File: src/common/exe_consts.svh
`ifndef EXE_CONSTS_SVH
`define EXE_CONSTS_SVH

////////////////////////////////////////////////////////////
// execute stage widths
////////////////////////////////////////////////////////////

`define EXE_XLEN        32      // data path
`define EXE_REG_AW      5       // architectural register number

////////////////////////////////////////////////////////////
// timing and exception codes
////////////////////////////////////////////////////////////

// start edge to done, one cycle per quotient bit plus entry
`define EXE_DIV_CYCLES  33

`define EXE_ECODE_ALE   6'h09   // address not aligned

`endif

File: src/common/mem_types_pkg.sv
`default_nettype none

`include "exe_consts.svh"

package mem_types_pkg;

    // access width, same code as the bus size field
    typedef enum logic [1:0] {
        mem_byte = 2'd0,
        mem_half = 2'd1,
        mem_word = 2'd2
    } mem_width_e;

    typedef logic [3:0] strobe_t;   // one bit per byte lane

    // data memory request, 71 bits
    typedef struct packed {
        logic                  wr;      // store when set
        mem_width_e            size;
        strobe_t               wstrb;
        logic [`EXE_XLEN-1:0]  addr;
        logic [`EXE_XLEN-1:0]  wdata;
    } data_req_t;

endpackage

`default_nettype wire

File: src/common/exe_types_pkg.sv
`default_nettype none

`include "exe_consts.svh"

package exe_types_pkg;
    import mem_types_pkg::*;

    typedef logic [`EXE_XLEN-1:0]   word_t;
    typedef logic [`EXE_REG_AW-1:0] reg_addr_t;

    typedef enum logic [3:0] {
        alu_add, alu_sub, alu_slt, alu_sltu,
        alu_and, alu_or, alu_xor, alu_nor,
        alu_sll, alu_srl, alu_sra, alu_lui
    } alu_op_e;

    typedef enum logic [2:0] {
        div_none = 3'd0,
        div_w    = 3'd1,
        mod_w    = 3'd2,
        div_wu   = 3'd3,
        mod_wu   = 3'd4
    } div_op_e;

    // decoded instruction from the issue stage
    typedef struct packed {
        word_t      pc;
        alu_op_e    alu_op;
        div_op_e    div_op;
        logic       src1_is_pc;
        logic       src2_is_imm;
        word_t      imm;
        word_t      rj_value;
        word_t      rkd_value;
        reg_addr_t  dest;
        logic       gr_we;
        logic       mem_load;
        logic       mem_store;
        mem_width_e mem_width;
        logic       ld_unsigned;    // zero extend on load
    } exe_issue_t;

    // handed to the memory stage
    typedef struct packed {
        word_t      pc;
        word_t      result;     // alu/div value, or the address for memory ops
        reg_addr_t  dest;
        logic       gr_we;
        logic       mem_load;
        mem_width_e mem_width;
        logic       ld_unsigned;
        logic [1:0] mem_off;    // byte offset for load alignment
        logic       ale;
        logic [5:0] ecode;
    } exe_result_t;

endpackage

`default_nettype wire

File: src/div/exe_divider.sv
`timescale 1ns/10ps
`default_nettype none

`include "exe_consts.svh"

module exe_divider
    import exe_types_pkg::*;
(
    input  logic    clk,
    input  logic    reset,
    input  logic    start,
    input  div_op_e div_op,
    input  word_t   dividend,
    input  word_t   divisor,
    output word_t   div_result,
    output logic    div_done
);

    localparam logic [5:0] last_step = 6'(`EXE_DIV_CYCLES - 2);

    typedef enum logic [1:0] {st_idle, st_run, st_done} div_state_e;

    div_state_e  state;
    logic [5:0]  step_cnt;
    word_t       rem_q;
    word_t       quo_q;
    word_t       dvd_mag;
    word_t       dvs_mag;
    word_t       cur_rem;
    word_t       cur_quo;
    word_t       quo_fix;
    word_t       rem_fix;
    logic [33:0] trial;
    logic        is_signed;
    logic        want_rem;
    logic        dvd_neg;
    logic        dvs_neg;
    logic        div_zero;

    // operands stay put in the stage register while we iterate
    assign is_signed = (div_op == div_w) || (div_op == mod_w);
    assign want_rem  = (div_op == mod_w) || (div_op == mod_wu);
    assign dvd_neg   = is_signed && dividend[`EXE_XLEN-1];
    assign dvs_neg   = is_signed && divisor[`EXE_XLEN-1];
    assign dvd_mag   = dvd_neg ? -dividend : dividend;
    assign dvs_mag   = dvs_neg ? -divisor : divisor;
    assign div_zero  = (divisor == '0);

    // step 0 works straight from the operands
    assign cur_rem = (step_cnt == '0) ? '0 : rem_q;
    assign cur_quo = (step_cnt == '0) ? dvd_mag : quo_q;
    assign trial   = {1'b0, cur_rem, cur_quo[`EXE_XLEN-1]} - {2'b00, dvs_mag};

    ////////////////////////////////////////////////////////////
    // control
    ////////////////////////////////////////////////////////////

    always_ff @(posedge clk) begin
        if (reset) begin
            state    <= st_idle;
            step_cnt <= '0;
        end else begin
            case (state)
                st_run: begin
                    step_cnt <= step_cnt + 6'd1;
                    if (step_cnt == last_step) begin
                        state <= st_done;
                    end
                end
                default: begin      // idle or done, wait for the next divide
                    if (start) begin
                        state    <= st_run;
                        step_cnt <= '0;
                    end
                end
            endcase
        end
    end

    // one quotient bit per cycle, restoring
    always_ff @(posedge clk) begin
        if (state == st_run) begin
            if (trial[33]) begin
                rem_q <= {cur_rem[`EXE_XLEN-2:0], cur_quo[`EXE_XLEN-1]};
                quo_q <= {cur_quo[`EXE_XLEN-2:0], 1'b0};
            end else begin
                rem_q <= trial[`EXE_XLEN-1:0];
                quo_q <= {cur_quo[`EXE_XLEN-2:0], 1'b1};
            end
        end
    end

    // sign fix, remainder follows the dividend
    assign quo_fix = (dvd_neg ^ dvs_neg) ? -quo_q : quo_q;
    assign rem_fix = dvd_neg ? -rem_q : rem_q;

    always_comb begin
        if (div_zero) begin
            div_result = want_rem ? dividend : '1;
        end else begin
            div_result = want_rem ? rem_fix : quo_fix;
        end
    end

    assign div_done = (state == st_done);

endmodule

`default_nettype wire

File: src/hw/exe_alu.sv
`timescale 1ns/10ps
`default_nettype none

module exe_alu
    import exe_types_pkg::*;
(
    input  exe_issue_t issue,
    output word_t      src1,
    output word_t      src2,
    output word_t      alu_result
);

    logic [4:0] shamt;
    word_t      sum;
    word_t      diff;
    logic       lt_signed;
    logic       lt_unsigned;

    // operand muxes
    assign src1 = issue.src1_is_pc  ? issue.pc  : issue.rj_value;
    assign src2 = issue.src2_is_imm ? issue.imm : issue.rkd_value;

    assign shamt       = src2[4:0];
    assign sum         = src1 + src2;
    assign diff        = src1 - src2;
    assign lt_signed   = ($signed(src1) < $signed(src2));
    assign lt_unsigned = (src1 < src2);

    ////////////////////////////////////////////////////////////
    // operation select
    ////////////////////////////////////////////////////////////

    always_comb begin
        case (issue.alu_op)
            alu_add:  alu_result = sum;     // also the load/store address
            alu_sub:  alu_result = diff;
            alu_slt:  alu_result = word_t'(lt_signed);
            alu_sltu: alu_result = word_t'(lt_unsigned);
            alu_and:  alu_result = src1 & src2;
            alu_or:   alu_result = src1 | src2;
            alu_xor:  alu_result = src1 ^ src2;
            alu_nor:  alu_result = ~(src1 | src2);
            alu_sll:  alu_result = src1 << shamt;
            alu_srl:  alu_result = src1 >> shamt;
            alu_sra:  alu_result = word_t'($signed(src1) >>> shamt);
            alu_lui:  alu_result = src2;    // immediate already shifted by decode
            default:  alu_result = sum;
        endcase
    end

endmodule

`default_nettype wire

File: src/hw/exe_pipe_reg.sv
`timescale 1ns/10ps
`default_nettype none

`include "exe_consts.svh"

module exe_pipe_reg
    import exe_types_pkg::*;
(
    input  logic        clk,
    input  logic        reset,
    input  logic        in_valid,
    input  exe_issue_t  in_bus,
    output logic        in_allowin,
    output logic        out_valid,
    input  logic        out_allowin,
    output exe_result_t out_bus,
    output exe_issue_t  issue,
    output logic        stage_valid,
    output logic        accept,
    input  word_t       alu_result,
    input  word_t       div_result,
    input  logic        div_done,
    input  logic        mem_done,
    input  logic        ale
);

    logic is_div;
    logic is_mem;
    logic ready_go;

    assign is_div = (issue.div_op != div_none);
    assign is_mem = issue.mem_load | issue.mem_store;

    // divides wait for the divider, memory ops for the bus or an ALE
    assign ready_go = is_div ? div_done :
                      is_mem ? mem_done : 1'b1;

    assign in_allowin = !stage_valid || (ready_go && out_allowin);
    assign out_valid  = stage_valid && ready_go;
    assign accept     = in_valid && in_allowin;

    ////////////////////////////////////////////////////////////
    // stage register
    ////////////////////////////////////////////////////////////

    always_ff @(posedge clk) begin
        if (reset) begin
            stage_valid <= 1'b0;
        end else if (in_allowin) begin
            stage_valid <= in_valid;    // empty when nothing arrives
        end
    end

    always_ff @(posedge clk) begin
        if (accept) begin
            issue <= in_bus;
        end
    end

    ////////////////////////////////////////////////////////////
    // result bus
    ////////////////////////////////////////////////////////////

    always_comb begin
        out_bus.pc          = issue.pc;
        out_bus.result      = is_div ? div_result : alu_result;
        out_bus.dest        = issue.dest;
        out_bus.gr_we       = issue.gr_we;
        out_bus.mem_load    = issue.mem_load;
        out_bus.mem_width   = issue.mem_width;
        out_bus.ld_unsigned = issue.ld_unsigned;
        out_bus.mem_off     = alu_result[1:0];
        out_bus.ale         = ale;
        out_bus.ecode       = ale ? `EXE_ECODE_ALE : 6'h00;
    end

endmodule

`default_nettype wire

File: src/hw/exe_stage.sv
`timescale 1ns/10ps
`default_nettype none

module exe_stage
    import mem_types_pkg::*;
    import exe_types_pkg::*;
(
    input  logic        clk,
    input  logic        reset,
    // from issue
    input  logic        in_valid,
    input  exe_issue_t  in_bus,
    output logic        in_allowin,
    // to memory stage
    output logic        out_valid,
    input  logic        out_allowin,
    output exe_result_t out_bus,
    // data memory request
    output logic        data_req,
    output data_req_t   data_req_bus,
    input  logic        data_addr_ok
);

    exe_issue_t issue;
    logic       stage_valid;
    logic       accept;
    word_t      src1;
    word_t      src2;
    word_t      alu_result;
    word_t      div_result;
    logic       div_done;
    logic       mem_done;
    logic       ale;

    // divider only kicks off for divide/modulo instructions
    wire div_start = accept && (in_bus.div_op != div_none);

    exe_pipe_reg u_pipe_reg (
        .clk         (clk),
        .reset       (reset),
        .in_valid    (in_valid),
        .in_bus      (in_bus),
        .in_allowin  (in_allowin),
        .out_valid   (out_valid),
        .out_allowin (out_allowin),
        .out_bus     (out_bus),
        .issue       (issue),
        .stage_valid (stage_valid),
        .accept      (accept),
        .alu_result  (alu_result),
        .div_result  (div_result),
        .div_done    (div_done),
        .mem_done    (mem_done),
        .ale         (ale)
    );

    exe_alu u_alu (
        .issue      (issue),
        .src1       (src1),
        .src2       (src2),
        .alu_result (alu_result)
    );

    exe_divider u_divider (
        .clk        (clk),
        .reset      (reset),
        .start      (div_start),
        .div_op     (issue.div_op),
        .dividend   (src1),
        .divisor    (src2),
        .div_result (div_result),
        .div_done   (div_done)
    );

    lsu_req_gen u_lsu_req (
        .clk          (clk),
        .reset        (reset),
        .issue        (issue),
        .stage_valid  (stage_valid),
        .accept       (accept),
        .addr         (alu_result),     // effective address from the adder
        .out_allowin  (out_allowin),
        .data_req     (data_req),
        .data_req_bus (data_req_bus),
        .data_addr_ok (data_addr_ok),
        .mem_done     (mem_done),
        .ale          (ale)
    );

endmodule

`default_nettype wire

File: src/hw/lsu_req_gen.sv
`timescale 1ns/10ps
`default_nettype none

module lsu_req_gen
    import mem_types_pkg::*;
    import exe_types_pkg::*;
(
    input  logic       clk,
    input  logic       reset,
    input  exe_issue_t issue,
    input  logic       stage_valid,
    input  logic       accept,
    input  word_t      addr,
    input  logic       out_allowin,
    output logic       data_req,
    output data_req_t  data_req_bus,
    input  logic       data_addr_ok,
    output logic       mem_done,
    output logic       ale
);

    logic    is_mem;
    logic    misaligned;
    logic    sent;
    strobe_t strb;
    word_t   wdata;

    assign is_mem = issue.mem_load | issue.mem_store;

    // lane strobe, replicated store data, alignment
    always_comb begin
        case (issue.mem_width)
            mem_byte: begin
                strb       = strobe_t'(4'b0001 << addr[1:0]);
                wdata      = {4{issue.rkd_value[7:0]}};
                misaligned = 1'b0;
            end
            mem_half: begin
                strb       = strobe_t'(4'b0011 << addr[1:0]);
                wdata      = {2{issue.rkd_value[15:0]}};
                misaligned = addr[0];
            end
            default: begin
                strb       = 4'b1111;
                wdata      = issue.rkd_value;
                misaligned = (addr[1:0] != 2'b00);
            end
        endcase
    end

    assign ale = stage_valid && is_mem && misaligned;

    // only ask while downstream can take the instruction
    assign data_req = stage_valid && is_mem && !misaligned && !sent && out_allowin;
    assign mem_done = ale || sent || (data_req && data_addr_ok);

    always_ff @(posedge clk) begin
        if (reset) begin
            sent <= 1'b0;
        end else if (accept) begin
            sent <= 1'b0;   // fresh instruction
        end else if (data_req && data_addr_ok) begin
            sent <= 1'b1;
        end
    end

    always_comb begin
        data_req_bus.wr    = issue.mem_store;
        data_req_bus.size  = issue.mem_width;
        data_req_bus.wstrb = strb;
        data_req_bus.addr  = addr;
        data_req_bus.wdata = wdata;
    end

endmodule

`default_nettype wire

File: config.mk
export PLATFORM = sky130hd
export DESIGN_NAME = exe_stage
export DESIGN_NICKNAME = d
export VERILOG_FILES = /design/src/common/mem_types_pkg.sv /design/src/common/exe_types_pkg.sv /design/src/div/exe_divider.sv /design/src/hw/exe_alu.sv /design/src/hw/exe_pipe_reg.sv /design/src/hw/exe_stage.sv /design/src/hw/lsu_req_gen.sv
export VERILOG_INCLUDE_DIRS = /design/src /design/src/common
export SDC_FILE = /design/constraint.sdc
export NUM_CORES = 1
export LEC_CHECK = 0
export BUFFER_PORTS_ARGS = -buffer_cell sky130_fd_sc_hd__buf_2
export CAP_MARGIN = 10
export CELL_PAD_IN_SITES_DETAIL_PLACEMENT = 2
export CELL_PAD_IN_SITES_GLOBAL_PLACEMENT = 2
export CORE_ASPECT_RATIO = 1.5
export CORE_UTILIZATION = 39
export DETAILED_ROUTE_END_ITERATION = 6
export GPL_ROUTABILITY_DRIVEN = 0
export PLACE_DENSITY_LB_ADDON = 0.12
export SLEW_MARGIN = 20
export SYNTH_ARGS = -nofsm -noshare
export SYNTH_HDL_FRONTEND = slang
export SYNTH_SLANG_ARGS = --single-unit
File: constraint.sdc
create_clock -name clk -period 11.63 [get_ports clk]
set_clock_uncertainty 0.15 [all_clocks]
set_input_delay 2.326 -clock clk [delete_from_list [all_inputs] [get_ports clk]]
set_output_delay 2.326 -clock clk [all_outputs]
set_load 0.1 [all_outputs]
**Yosys cells after proc, flatten, opt, wreduce, memory -nomap -nowiden**

Index checks and enable logic that the tools add are counted.

- Add/sub/neg operators: 8
- Multipliers: 0
- Div/mod/pow operators: 0
- Magnitude comparators: 2
- Eq/ne operators: 19
- Shift operators: 5
- Mux-type cells: 26
- Bitwise logic cells: 6
- Reductions and logical operators: 29

Operator list:

| kind | number |
|---|---|
| two-way mux 32 bit | 13 |
| case mux 32 bit (11 select lines) | 1 |
| negator 32 bit | 4 |
| < comparator 32 bit | 2 |
| case mux 32 bit (2 select lines) | 1 |
| subtractor 33 x 32 -> 34 bit | 1 |
| adder 32 bit | 1 |
| bitwise AND 32 bit | 1 |
| logical NOT 32 bit | 1 |
| inverter 32 bit | 1 |
| OR 32 bit | 1 |
| << shifter 32 x 5 -> 32 bit | 1 |
| >> shifter 32 x 5 -> 32 bit | 1 |
| >>> shifter 32 x 5 -> 32 bit | 1 |
| subtractor 32 bit | 1 |
| XOR 32 bit | 1 |
| == test 4 x 3 -> 1 bit, second input constant | 4 |
| == test 4 bit, second input constant | 4 |
| logical AND 1 bit | 12 |
| two-way mux 6 bit | 2 |
| == test 4 x 2 -> 1 bit, second input constant | 2 |
| case mux 4 bit (2 select lines) | 1 |
| adder 6 x 1 -> 6 bit, second input constant | 1 |
| == test 6 x 5 -> 1 bit, second input constant | 1 |
| 23 further kinds | 36 |

- Bits in registers: 222
- Latch bits: 0
- Bits in writable memories: 0
- Bits in read-only memories: 0
- Output and inout port bits: 157
- Word-level logic and storage cells: 115
- Memories kept: 0

**Logic depth before layout (Yosys ltp)**

Gate-level depths: netlist of run 1.

- Word-level depth: 20
- Gate-level depth with buffers: 25

**Cells and area by module**

A second synthesis of run 1 with hierarchy kept.

- Cell total of the unflattened synthesis: 2839
- Area, all modules: 24036.8 um2

Modules (own cells, without submodules):

| module | times used | cells an instance | area each (um2) |
|---|---|---|---|
| exe_alu | 1 | 1442 | 9615.5 |
| exe_divider | 1 | 1037 | 8222.9 |
| exe_pipe_reg | 1 | 249 | 5330.1 |
| lsu_req_gen | 1 | 110 | 859.6 |
| exe_stage | 1 | 1 | 8.8 |

**Least setup slack after synthesis of run 1**

Ideal clock, no wire load.

- Path type: flip-flop to output port
- From: reg, netlist name u_pipe_reg.issue[107]
- To: out out_bus[42] (netlist bit)
- Data arrival time: 6.953 ns
- Slack: 2.201 ns
- Cell stages (with the launch flop): 19
- Cell sequence: edfxtp_1 > buf_6 > buf_6 > mux2i_1 > buf_2 > clkbuf_1 > clkbuf_1 > ha_1 > clkbuf_1 > nor3b_1 > nor3_1 > o211ai_1 > a211o_1 > nor4_1 > nor2_1 > and2_1 > o31a_1 > a211oi_1 > a21o_1

RTL lines:

| item | RTL line | source |
|---|---|---|
| to (decl) | exe_stage.sv:17 | `output exe_result_t out_bus,` |

==> key figures, run 1 <==
Synth
  • Proportion of netlist area held by the largest area contributor: 27.0%
  • Post-synthesis instance area: 23600 um2
  • Cell type contributing the most total cell area after synthesis: sky130_fd_sc_hd__edfxtp_1
  • Distinct cells, synth: 96
  • Warning count from the yosys run: 0
  • Post-Synthesis Cells: about 2.8k
  • Post-synthesis async set-or-reset flop share: 0%
  • Library cell with the highest instance count after synthesis: sky130_fd_sc_hd__nand2_1
  • Number of synthesized flops with an enable pin: 212
  • Post-synthesis sequential area ratio: 27.8%
  • Ranking of synthesized cells by instance count: sky130_fd_sc_hd__nand2_1 (266), sky130_fd_sc_hd__o21ai_0 (215), sky130_fd_sc_hd__edfxtp_1 (212)
  • Cell types with the largest area share after synthesis: sky130_fd_sc_hd__edfxtp_1 (27%), sky130_fd_sc_hd__mux2i_1 (8.0%), sky130_fd_sc_hd__ha_1 (7.2%)
  • Primary FF master, synth: sky130_fd_sc_hd__edfxtp_1
  • Average size of a mapped cell: 8.47 um2
  • Seq cells post-synth: 222

Place
  • Port Buffers: between 300 and 400
  • Post-Place Cell Area: 25700 um2
  • HPWL Detailed: 101000 um

Clock tree
  • Insertion delay of the later-clocked pin in the worst-skew pair: 0.60 ns
  • Root cell of the clock tree: sky130_fd_sc_hd__clkbuf_16
  • Post-CTS Hold Fix Bufs: 0
  • Post-CTS Resized: 0
  • H-tree depth: 1
  • Clock tree from TritonCTS: built
  • Maximum buffer depth of the clock tree: 3
  • Post CTS Setup Buffer Count: 0
  • Clock input transition at the sequential cells of the worst setup and hold paths: roughly 0.060 ns
  • Number of clock buffers inserted by TritonCTS: 26
  • Count of clock tree sinks: 222

Worst setup path
  • CP startpoint kind: flip-flop
  • Cell chain of the critical path: buf_4 -> mux2i_4 -> inv_1 -> fa_1 -> nor2b_1 -> o211ai_1 -> a211oi_1 -> a31oi_1 -> o311ai_2 -> buf_4 -> a2111oi_0 -> o21ai_0 -> o211a_1 -> o21ai_0 -> a21o_1 -> buf_2
  • Worst endpoint required time: 9.15 ns
  • Critical Setup Path Class: reg -> out
  • Kind of capture point of the worst setup path: primary output
  • Data arrival time at the worst-slack endpoint: approximately 7.3 ns
  • Cell at the slowest stage of the critical path: sky130_fd_sc_hd__o21ai_0
  • Delay of the slowest cell on the worst path: 0.71 ns
  • Max Fanout on Critical Path: 32

Layout
  • Growth of design area from synthesis to finish: 12.9%
  • NumNets Final: 3273
  • Fillers: between 6k and 7k
  • Layout cell share with drive strength beyond 1: 19.0%
  • Area of all placed cells without fillers: 26600 um2

Floorplanning
  • Number of cell rows: between 100 and 150
  • Ports: 310
  • Std-Cell Core Area: ~60000 um2
  • Effective utilization at floorplan: between 30 and 40%
  • Die Y-Extent: 303 um
  • Die outline area: 61500 um2
  • X dimension of the die: slightly above 200 um

Drt
  • Drt via density: 6.80
  • Iteration-0 DRC Markers: 2443
  • Remaining DRCs: 6
  • Antenna-violating nets left: 0
  • Number of vias in the routed layout: ~26k
  • Total routed wirelength: 136000 um
  • DR WL/cell: roughly 36 um
  • 1st-pass router iterations: 7

Min path
  • Kind of path behind the tightest hold check: reg -> reg

Global routing
  • Global-route wire length before repair: 196000 um
  • Met2 routing resource usage after global routing: 72.3%
  • Global-route met3 utilization: 10.7%
  • Maximum number of pins on one net before global-route repair: 94
  • Overall overflow remaining after global route: 0
  • Via count of the first global-routing pass: 27.7k
  • Number of antenna violations at the first check in global routing: 6
  • All-layer global routing usage: a little over two fifths
  • Top Usage Layer GRT: met2
  • GRT met1 Usage: a little under half

Run
  • Number of max-capacitance violations reported: 0

Timing
  • Final worst path period share: 83.9%
  • Peak Freq: between 100 and 150 MHz
  • Slew @ Worst Pin: 1.21 ns
  • Max-slew violations: 0
  • Final Setup Violations: 0
  • RSZ-0062 raised after global routing: false
  • Slew Limit Headroom: 18.4%
  • Sum of negative setup slack: 0 ns
  • Final hold viol count: 0
  • Post-layout minimum cycle time: 9.76 ns
  • Worst hold margin: 0.434 ns

Pwr
  • Leakage Power: 10.9 nW
  • Max VDD drop: about 0.00014 V
  • Power per standard cell area: 180 nW/um2

Outcome
  • Failing checks: design-rule violations
  • Result of the run: complete, but fails checks
critical path: cells and delay by family (launching register included):
family | cells | cell delay (ns)
buf+inv | 4 | 1.47
mux | 1 | 0.61
simple gates | 1 | 0.19
fa+ha+maj | 1 | 0.47
compound gates | 9 | 3.16
flops | 1 | 0.69
power by group:
part	internal [W]	total, W	leakage, nW	switching, W
Clock	0.000524	0.000917	0.447	0.000393
Sequential	0.000980	0.00106	2.08	0.0000832
Combinational	0.000693	0.00283	8.38	0.00214
kinds of logic after synthesis:
group / share of synthesized area, %
fa+ha+maj: 7.41
xor+xnor: 6.08
mux: 12.3
simple gates: 16.6
buf+inv: 6.92
flops: 27.8
compound gates: 22.8
other cells: 0.0159
cell usage in the layout, fill, tap and decap left out, types with 18 or more instances in the layout:
| cell type | Yosys | final |
|---|---|---|
| sky130_fd_sc_hd__o31ai_1 | 37 | 36 |
| sky130_fd_sc_hd__nor2_1 | 206 | 206 |
| sky130_fd_sc_hd__mux2_2 | 43 | 43 |
| sky130_fd_sc_hd__edfxtp_1 | 212 | 212 |
| sky130_fd_sc_hd__nor4_1 | 30 | 29 |
| sky130_fd_sc_hd__nand2_1 | 266 | 265 |
| sky130_fd_sc_hd__a211oi_1 | 33 | 33 |
| sky130_fd_sc_hd__and2_1 | 46 | 46 |
| sky130_fd_sc_hd__xor2_1 | 34 | 34 |
| sky130_fd_sc_hd__nor3_1 | 82 | 78 |
| sky130_fd_sc_hd__nand3_1 | 63 | 63 |
| sky130_fd_sc_hd__a21o_1 | 43 | 43 |
| sky130_fd_sc_hd__ha_1 | 135 | 135 |
| sky130_fd_sc_hd__nand4_1 | 18 | 18 |
| sky130_fd_sc_hd__buf_2 | 22 | 305 |
| sky130_fd_sc_hd__nor2b_1 | 22 | 21 |
| sky130_fd_sc_hd__clkbuf_16 | 0 | 26 |
| sky130_fd_sc_hd__o22ai_1 | 20 | 19 |
| sky130_fd_sc_hd__a21oi_1 | 188 | 187 |
| sky130_fd_sc_hd__o21ai_0 | 215 | 214 |
| sky130_fd_sc_hd__o211ai_1 | 26 | 26 |
| sky130_fd_sc_hd__a31oi_1 | 31 | 30 |
| sky130_fd_sc_hd__and3_1 | 19 | 18 |
| sky130_fd_sc_hd__inv_1 | 104 | 103 |
| sky130_fd_sc_hd__nand2b_1 | 20 | 20 |
| sky130_fd_sc_hd__xnor2_1 | 130 | 130 |
| sky130_fd_sc_hd__mux2i_1 | 188 | 182 |
| sky130_fd_sc_hd__buf_4 | 70 | 86 |
final cells by class:
cell class,count,area (um2),area share [%]
antenna,4,10.0,0.0376
clock buffer,28,658,2.47
clock inverter,19,251,0.944
inverter,120,450,1.69
multi-input combinational,2221,15600,58.4
sequential,222,6570,24.6
tap,784,981,3.68
timing repair buffer,391,2170,8.15
path summary, 6_finish.rpt:
kind,start,end,slack [ns],depth (start not counted)
min,u_divider.step_cnt[0],u_divider.step_cnt[0],0.43,2
max,u_pipe_reg.issue[108],out_bus[49],1.87,16
min reg2reg,u_divider.step_cnt[0],u_divider.step_cnt[0],0.43,2
max reg2reg,u_pipe_reg.issue[108],u_divider.rem_q[25],2.83,22
metal layers:
metal  up-vias  wire (um)
met5         -         40
met4         6      14300
met3       601      11400
met2      1509      63600
met1     12962      46500
li1      10675          -
flip-flops by register name (all words and copies together), names as in the netlist:
| name | count |
|---|---|
| u_divider.rem_q | 32 |
| u_pipe_reg.stage_valid | 1 |
| u_divider.state | 2 |
| u_divider.quo_q | 32 |
| u_pipe_reg.issue | 148 |
| u_divider.step_cnt | 6 |
| u_lsu_req.sent | 1 |
per-stage QoR:
stage,power (W),utilization (%),worst slack [ns],std cells
finish,0.00481,44.5,1.87,3789
global route,0.00492,44.5,1.70,3787
CTS,0.00473,44.4,2.11,3784
detailed placement,0.00379,42.9,2.80,3737
global placement,0.00370,42.9,3.00,3737
floorplan,0.00300,-,2.20,2789
Power figures use the tool's default switching activity.
==> run 2, diff against run 1 <==
--- a/config.mk
+++ b/config.mk
@@ -11,7 +11,7 @@
 export CELL_PAD_IN_SITES_DETAIL_PLACEMENT = 2
 export CELL_PAD_IN_SITES_GLOBAL_PLACEMENT = 2
 export CORE_ASPECT_RATIO = 1.5
-export CORE_UTILIZATION = 39
+export CORE_UTILIZATION = 33
 export DETAILED_ROUTE_END_ITERATION = 6
 export GPL_ROUTABILITY_DRIVEN = 0
 export PLACE_DENSITY_LB_ADDON = 0.12
==> constraint.sdc (replaced) <==
create_clock -name clk -period 8.1 [get_ports clk]
set_clock_uncertainty 0.15 [all_clocks]
set_input_delay 1.62 -clock clk [delete_from_list [all_inputs] [get_ports clk]]
set_output_delay 1.62 -clock clk [all_outputs]
set_load 0.1 [all_outputs]
==> key figures, run 2 (same netlist as run 1, synthesis figures left out) <==
Timing
  • RSZ-0062 raised after global routing: false
  • Slew @ Worst Pin: 1.17 ns
  • Worst path setup slack after routing: 0.0552 ns
  • Final Setup Violations: 0
  • Sum of negative setup slack: 0 ns
  • Peak Freq: about 120 MHz
  • Final hold viol count: 0
  • Final worst path period share: 99.3%
  • Slew Limit Headroom: 20.7%
  • Max-slew violations: 0
  • Post-layout minimum cycle time: 8.04 ns

Drt
  • 1st-pass router iterations: 7
  • Drt via density: around 6.3
  • Routed length on met2: about 66000 um
  • Antenna-violating nets left: 0
  • Iteration-0 DRC Markers: 2048
  • Wire length on met3: 7150 um
  • Total routed wirelength: 132000 um
  • DR WL/cell: 33.5 um
  • Top metal layer carrying routed signals: met4
  • Remaining DRCs: 7
  • Number of vias in the routed layout: 24.9k
  • Wire length on met1: between 40000 and 50000 um

Place
  • HPWL Detailed: ~100000 um
  • Pre-CTS setup slack: between 0.7 and 0.8 ns
  • Port Buffers: approximately 310

Floorplanning
  • Effective utilization at floorplan: 33.5%
  • Die outline area: 72600 um2
  • Number of cell rows: 119
  • Std-Cell Core Area: 70400 um2
  • X dimension of the die: 220 um
  • Die Y-Extent: 330 um
  • Ports: 310

Pwr
  • Power per standard cell area: around 260 nW/um2
  • Total net switching power: 0.00370 W
  • Internal Power: approximately 0.0034 W
  • Leakage Power: between 10 and 15 nW
  • Max VDD drop: 0.000163 V
  • Register share of total power: a little over a fifth
  • Clk pwr share: roughly a fifth
  • Logic gate share of total power: between 50% and 60%
  • Proportion of total power due to net switching: 52.5%

Layout
  • Layout cell share with drive strength beyond 1: a little under 20%
  • Fillers: slightly below 8k
  • Highest-count cells in the layout ignoring fill and taps: sky130_fd_sc_hd__buf_2 (276), sky130_fd_sc_hd__nand2_1 (264), sky130_fd_sc_hd__o21ai_0 (213)
  • NumNets Final: 3312
  • Growth of design area from synthesis to finish: 16.8%
  • Most frequent standard cell in the layout excluding fill and tap cells: sky130_fd_sc_hd__buf_2
  • Flip-flop count of the largest register after layout: 148
  • Area of combinational cells with multiple inputs: 15600 um2
  • Top flop regs: u_pipe_reg.issue: 148 flops, u_divider.quo_q: 32 flops, u_divider.rem_q: 32 flops
  • Largest reg by FF count: u_pipe_reg.issue
  • Sequential cell area in the final layout: 6570 um2

Outcome
  • Failing checks: design-rule violations
  • Result of the run: complete, but fails checks

Worst setup path
  • Worst reg2reg startpoint: u_pipe_reg.issue[108]
  • Kind of capture point of the worst setup path: primary output
  • Start point of the critical path: u_pipe_reg.issue[107]
  • Data arrival time at the worst-slack endpoint: approximately 6.3 ns
  • FF-to-FF setup slack: around 1.0 ns
  • Worst reg2reg endpoint: u_divider.rem_q[8]
  • Max Fanout on Critical Path: 30
  • Worst endpoint required time: 6.33 ns
  • CP startpoint kind: flip-flop
  • Register-to-Register Path Depth: 23
  • Critical Setup Path Class: reg -> out
  • CP endpoint: data_req

Global routing
  • All-layer global routing usage: 36.0%
  • Global-route wire length before repair: 188000 um
  • Overall overflow remaining after global route: 0
  • Maximum number of pins on one net before global-route repair: 137
  • Number of antenna violations at the first check in global routing: 5
  • Via count of the first global-routing pass: 27.0k

Clock tree
  • H-tree depth: 1
  • Number of clock buffers inserted by TritonCTS: 26
  • Count of clock tree sinks: 222
  • Clock input transition at the sequential cells of the worst setup and hold paths: 0.06 ns
  • Root cell of the clock tree: sky130_fd_sc_hd__clkbuf_16
  • Maximum buffer depth of the clock tree: 3
  • Clock tree from TritonCTS: built
  • Insertion delay of the later-clocked pin in the worst-skew pair: roughly 0.6 ns

Run
  • Number of max-capacitance violations reported: 0

Min path
  • Kind of path behind the tightest hold check: reg -> reg
==> run 2: cell count changes in the layout (fill, tap and decap cells not counted), sizes merged <==
cell / previous run / this run
bufinv: 5 / 6
inv: 118 / 117
clkinv: 16 / 12
buf: 391 / 429
clkbuf: 28 / 34
==> run 2: layer usage <==
layer  vias up  GRT usage (%)
li1      10748              -
met1     12706           37.9
met2      1011           63.5
met3       421           5.41
met4         0           28.3
met5         -              0
==> run 2: final cells by class <==
type                    count  share of cell area, %
clock buffers              33                   2.45
inverters                 120                   1.63
clock inverters            15                  0.912
repair buffers            430                   10.6
well taps                 907                   4.12
multi-input cells        2221                   56.4
flip-flops and latches    222                   23.8
diodes                      4                 0.0363
==> run 2: worst max-delay path, cell delays in order, from the launching register on <==
cell	delay, ns
sky130_fd_sc_hd__edfxtp_1	0.52
sky130_fd_sc_hd__mux2i_4	0.30
sky130_fd_sc_hd__inv_2	0.37
sky130_fd_sc_hd__buf_4	0.58
sky130_fd_sc_hd__mux2i_1	0.40
sky130_fd_sc_hd__mux2i_1	0.62
sky130_fd_sc_hd__mux2i_1	0.38
sky130_fd_sc_hd__mux2_2	0.37
sky130_fd_sc_hd__a311oi_2	0.78
sky130_fd_sc_hd__nand2_2	0.47
sky130_fd_sc_hd__a21oi_2	0.35
sky130_fd_sc_hd__and4b_1	0.29
sky130_fd_sc_hd__buf_12	0.19
==> run 2: how the worst min path moves through the flow <==
| stage | from | endpoint | slack (ns) | depth (start not counted) |
|---|---|---|---|---|
| 2_1_floorplan | u_divider.state[1] | u_divider.state[1] | 0.31 | 2 |
| 3_3_place_gp | u_divider.state[1] | u_divider.state[1] | 0.32 | 2 |
| 3_5_place_dp | u_divider.state[1] | u_divider.state[1] | 0.33 | 2 |
| 4_1_cts | u_divider.state[1] | u_divider.state[1] | 0.34 | 2 |
| 5_1_grt | u_divider.state[1] | u_divider.state[1] | 0.40 | 2 |
| 6_report | u_divider.state[1] | u_divider.state[1] | 0.34 | 2 |
==> run 2: timing repair <==
action | in CTS | in global routing
hold buffers | 0 | 0
endpoints found under the setup margin | 0 | 10
setup buffers | 0 | 2
resized for setup | 0 | 2
==> run 2: stage by stage <==
stage / instances / utilization (%) / total power [W] / cell area [um2] / hold WS (ns)
2_1_floorplan: 2789 / - / 0.00431 / 23600 / 0.307
3_3_place_gp: 3898 / 37.8 / 0.00557 / 26600 / 0.320
3_5_place_dp: 3898 / 37.8 / 0.00566 / 26600 / 0.332
4_1_cts: 3946 / 39.1 / 0.00701 / 27500 / 0.345
5_1_grt: 3952 / 39.2 / 0.00727 / 27600 / 0.398
6_report: 3952 / 39.2 / 0.00705 / 27600 / 0.339
==> run 2: power by group through the flow <==
stage | Sequential (W) | Clock (W) | Combinational, W
after floorplan | 0.00150 | 0 | 0.00281
after global routing | 0.00153 | 0.00139 | 0.00436
after global placement | 0.00153 | 0 | 0.00404
after detailed placement | 0.00154 | 0 | 0.00412
after CTS | 0.00152 | 0.00136 | 0.00414
final | 0.00152 | 0.00134 | 0.00420
==> run 3, diff against run 2 <==
--- a/config.mk
+++ b/config.mk
@@ -6,12 +6,12 @@
 export SDC_FILE = /design/constraint.sdc
 export NUM_CORES = 1
 export LEC_CHECK = 0
+export ABC_AREA = 1
 export BUFFER_PORTS_ARGS = -buffer_cell sky130_fd_sc_hd__buf_2
 export CAP_MARGIN = 10
 export CELL_PAD_IN_SITES_DETAIL_PLACEMENT = 2
 export CELL_PAD_IN_SITES_GLOBAL_PLACEMENT = 2
-export CORE_ASPECT_RATIO = 1.5
-export CORE_UTILIZATION = 33
+export CORE_UTILIZATION = 30
 export DETAILED_ROUTE_END_ITERATION = 6
 export GPL_ROUTABILITY_DRIVEN = 0
 export PLACE_DENSITY_LB_ADDON = 0.12
==> key figures, run 3 <==
Place
  • Port Buffers: 305
  • HPWL Detailed: 106000 um
  • Post-Place Cell Area: 25900 um2

Drt
  • Wire length on met3: ~8500 um
  • 1st-pass router iterations: 5
  • Total routed wirelength: 128000 um
  • Drt via density: roughly 5.6
  • Remaining DRCs: 0
  • Number of vias in the routed layout: 26.4k
  • DR WL/cell: ~27 um
  • Iteration-0 DRC Markers: 2124
  • Top metal layer carrying routed signals: met5
  • Wire length on met1: 55900 um
  • Antenna-violating nets left: 0
  • Routed length on met2: 57100 um

Synth
  • Post-synthesis async set-or-reset flop share: 0%
  • Proportion of netlist area held by the largest area contributor: 27.1%
  • Distinct cells, synth: 77
  • Seq cells post-synth: 222
  • Library cell with the highest instance count after synthesis: sky130_fd_sc_hd__nand2_1
  • Cell types with the largest area share after synthesis: sky130_fd_sc_hd__edfxtp_1 (27%), sky130_fd_sc_hd__nand2_1 (14%), sky130_fd_sc_hd__ha_1 (7.2%)
  • Post-Synthesis Cells: 3433
  • Post-synthesis sequential area ratio: about 28%
  • Warning count from the yosys run: 0
  • Primary FF master, synth: sky130_fd_sc_hd__edfxtp_1
  • Post-synthesis instance area: 23500 um2
  • Average size of a mapped cell: around 7 um2
  • Number of synthesized flops with an enable pin: ~210
  • Ranking of synthesized cells by instance count: sky130_fd_sc_hd__nand2_1 (848), sky130_fd_sc_hd__inv_1 (358), sky130_fd_sc_hd__o21ai_0 (301)
  • Cell type contributing the most total cell area after synthesis: sky130_fd_sc_hd__edfxtp_1

Run
  • Number of max-capacitance violations reported: 0

Clock tree
  • Insertion delay of the later-clocked pin in the worst-skew pair: between 0.6 and 0.7 ns
  • Post-CTS Hold Fix Bufs: 0
  • H-tree depth: 1
  • Count of clock tree sinks: 222
  • Clock input transition at the sequential cells of the worst setup and hold paths: 0.07 ns
  • Maximum buffer depth of the clock tree: 3
  • Clock tree from TritonCTS: built
  • Root cell of the clock tree: sky130_fd_sc_hd__clkbuf_16
  • Number of clock buffers inserted by TritonCTS: 29

Global routing
  • Global-route wire length before repair: 186000 um
  • All-layer global routing usage: 31.8%
  • Overall overflow remaining after global route: 0
  • Number of antenna violations at the first check in global routing: 5
  • Via count of the first global-routing pass: 27.9k
  • Maximum number of pins on one net before global-route repair: 79

Floorplanning
  • Number of cell rows: 102
  • Die outline area: just under 80000 um2
  • Ports: 310
  • Std-Cell Core Area: 77500 um2
  • X dimension of the die: ~280 um
  • Effective utilization at floorplan: 30.3%
  • Die Y-Extent: ~280 um

Outcome
  • Result of the run: complete, no violations

Pwr
  • Leakage Power: 12.2 nW
  • Power per standard cell area: 213 nW/um2
  • Max VDD drop: between 0.00015 and 0.0002 V
  • Overall power of the completed layout: 0.00575 W

Worst setup path
  • Data arrival time at the worst-slack endpoint: 6.02 ns
  • CP startpoint kind: flip-flop
  • Critical Setup Path Class: reg -> out
  • Worst endpoint required time: 6.33 ns
  • Max Fanout on Critical Path: 32
  • Kind of capture point of the worst setup path: primary output
  • Register-to-Register Path Depth: 40

Timing
  • Final Setup Violations: 0
  • Peak Freq: 128 MHz
  • Final worst path period share: 96.2%
  • RSZ-0062 raised after global routing: false
  • Worst hold margin: 0.366 ns
  • Slew Limit Headroom: 24.9%
  • Max-slew violations: 0
  • Sum of negative setup slack: 0 ns
  • Slew @ Worst Pin: 1.10 ns
  • Final hold viol count: 0
  • Post-layout minimum cycle time: 7.79 ns

Layout
  • Flip-flop count of the largest register after layout: between 100 and 150
  • Most frequent standard cell in the layout excluding fill and tap cells: sky130_fd_sc_hd__nand2_1
  • NumNets Final: 3952
  • Area of all placed cells without fillers: 27000 um2
  • Layout cell share with drive strength beyond 1: about 15%
  • Top flop regs: u_pipe_reg.issue: 148 flops, u_divider.quo_q: 32 flops, u_divider.rem_q: 32 flops
  • Growth of design area from synthesis to finish: 15.1%
  • Highest-count cells in the layout ignoring fill and taps: sky130_fd_sc_hd__nand2_1 (846), sky130_fd_sc_hd__inv_1 (358), sky130_fd_sc_hd__buf_2 (302)
  • Largest reg by FF count: u_pipe_reg.issue

Min path
  • Kind of path behind the tightest hold check: reg -> reg
  • Number of cells traversed by the worst hold path: 2
-- run 3: cell types whose count changed in the layout (fill, tap and decap cells not counted), moves of 52 or more --
cell / before / now
sky130_fd_sc_hd__xor2_1: 34 / 94
sky130_fd_sc_hd__nor2_1: 206 / 258
sky130_fd_sc_hd__xnor2_1: 130 / 28
sky130_fd_sc_hd__nand2_1: 264 / 846
sky130_fd_sc_hd__inv_1: 103 / 358
sky130_fd_sc_hd__o21ai_0: 213 / 299
sky130_fd_sc_hd__nand3_1: 63 / 186
sky130_fd_sc_hd__mux2i_1: 183 / 10
-- run 3: critical path, stage by stage (launching register included) --
cell,delay (ns)
sky130_fd_sc_hd__edfxtp_1,0.45
sky130_fd_sc_hd__inv_4,0.31
sky130_fd_sc_hd__nand2_1,0.10
sky130_fd_sc_hd__nand2_1,0.40
sky130_fd_sc_hd__inv_1,0.12
sky130_fd_sc_hd__buf_4,0.20
sky130_fd_sc_hd__ha_1,0.20
sky130_fd_sc_hd__inv_1,0.14
sky130_fd_sc_hd__fa_1,0.22
sky130_fd_sc_hd__nand2_1,0.08
sky130_fd_sc_hd__o21ai_1,0.32
sky130_fd_sc_hd__nand2_1,0.11
sky130_fd_sc_hd__nand2_1,0.22
sky130_fd_sc_hd__nand2_1,0.10
sky130_fd_sc_hd__nand2_1,0.21
sky130_fd_sc_hd__inv_1,0.08
sky130_fd_sc_hd__o21bai_1,0.16
sky130_fd_sc_hd__inv_1,0.08
sky130_fd_sc_hd__o21ai_0,0.30
sky130_fd_sc_hd__nand3_1,0.12
sky130_fd_sc_hd__nand2_1,0.12
sky130_fd_sc_hd__nand2_1,0.06
sky130_fd_sc_hd__nand2_1,0.08
sky130_fd_sc_hd__o21ai_0,0.17
sky130_fd_sc_hd__nand4_1,0.24
sky130_fd_sc_hd__nor2_1,0.06
sky130_fd_sc_hd__a31oi_1,0.26
sky130_fd_sc_hd__buf_2,0.49
-- run 3: cell type report --
type / count / area (um2)
well taps: 1040 / 1300
clock inverters: 24 / 300
repair buffers: 396 / 2270
flip-flops and latches: 222 / 6570
fillers: 9414 / 50400
multi-input cells: 2617 / 14400
clock buffers: 30 / 729
diodes: 2 / 5.00
inverters: 395 / 1490
-- run 3: per-layer routing --
layer	global-route usage, %	vias up
met3	4.76	246
met1	42.0	13163
met4	14.7	4
li1	-	12081
met2	50.8	917
met5	0	-
-- run 3: kinds of logic after synthesis --
| kind of cell | after synthesis | synth area share, % |
|---|---|---|
| muxes | 10 | 0.427 |
| buffers and inverters | 597 | 11.2 |
| xor gates and xnor gates | 122 | 4.55 |
| DFF | 222 | 28.0 |
| other | 1 | 0.0160 |
| AOI/OAI and AO/OA | 854 | 21.4 |
| adders and majority gates | 138 | 7.45 |
| and+or+nand+nor | 1489 | 27.0 |
-- run 3: where the power goes --
group / internal, W / switching, W
clock network: 0.000825 / 0.000591
registers: 0.00138 / 0.0000769
logic: 0.000625 / 0.00226
-- run 3: final timing paths --
kind / slack (ns) / from / to
worst min-delay path: 0.37 / u_lsu_req.sent / u_lsu_req.sent
worst max-delay path: 0.31 / u_pipe_reg.issue[108] / out_bus[49]
worst min register to register: 0.37 / u_lsu_req.sent / u_lsu_req.sent
worst max register to register: 1.15 / u_pipe_reg.issue[108] / u_divider.rem_q[28]
-- run 3: per-stage QoR --
step | setup slack [ns] | utilization [%] | std cells
6_report | 0.306 | 34.9 | 4726
5_1_grt | 0.00692 | 34.9 | 4724
4_1_cts | 0.0215 | 34.8 | 4719
3_5_place_dp | 0.556 | 33.5 | 4665
3_3_place_gp | 0.753 | 33.5 | 4665
2_1_floorplan | 0.0546 | - | 3436
-- run 3: repair_timing --
item                       CTS  global route
pin swaps                    0             0
buffers inserted             0             4
gates resized for setup      1             7
setup endpoints to repair    2             9
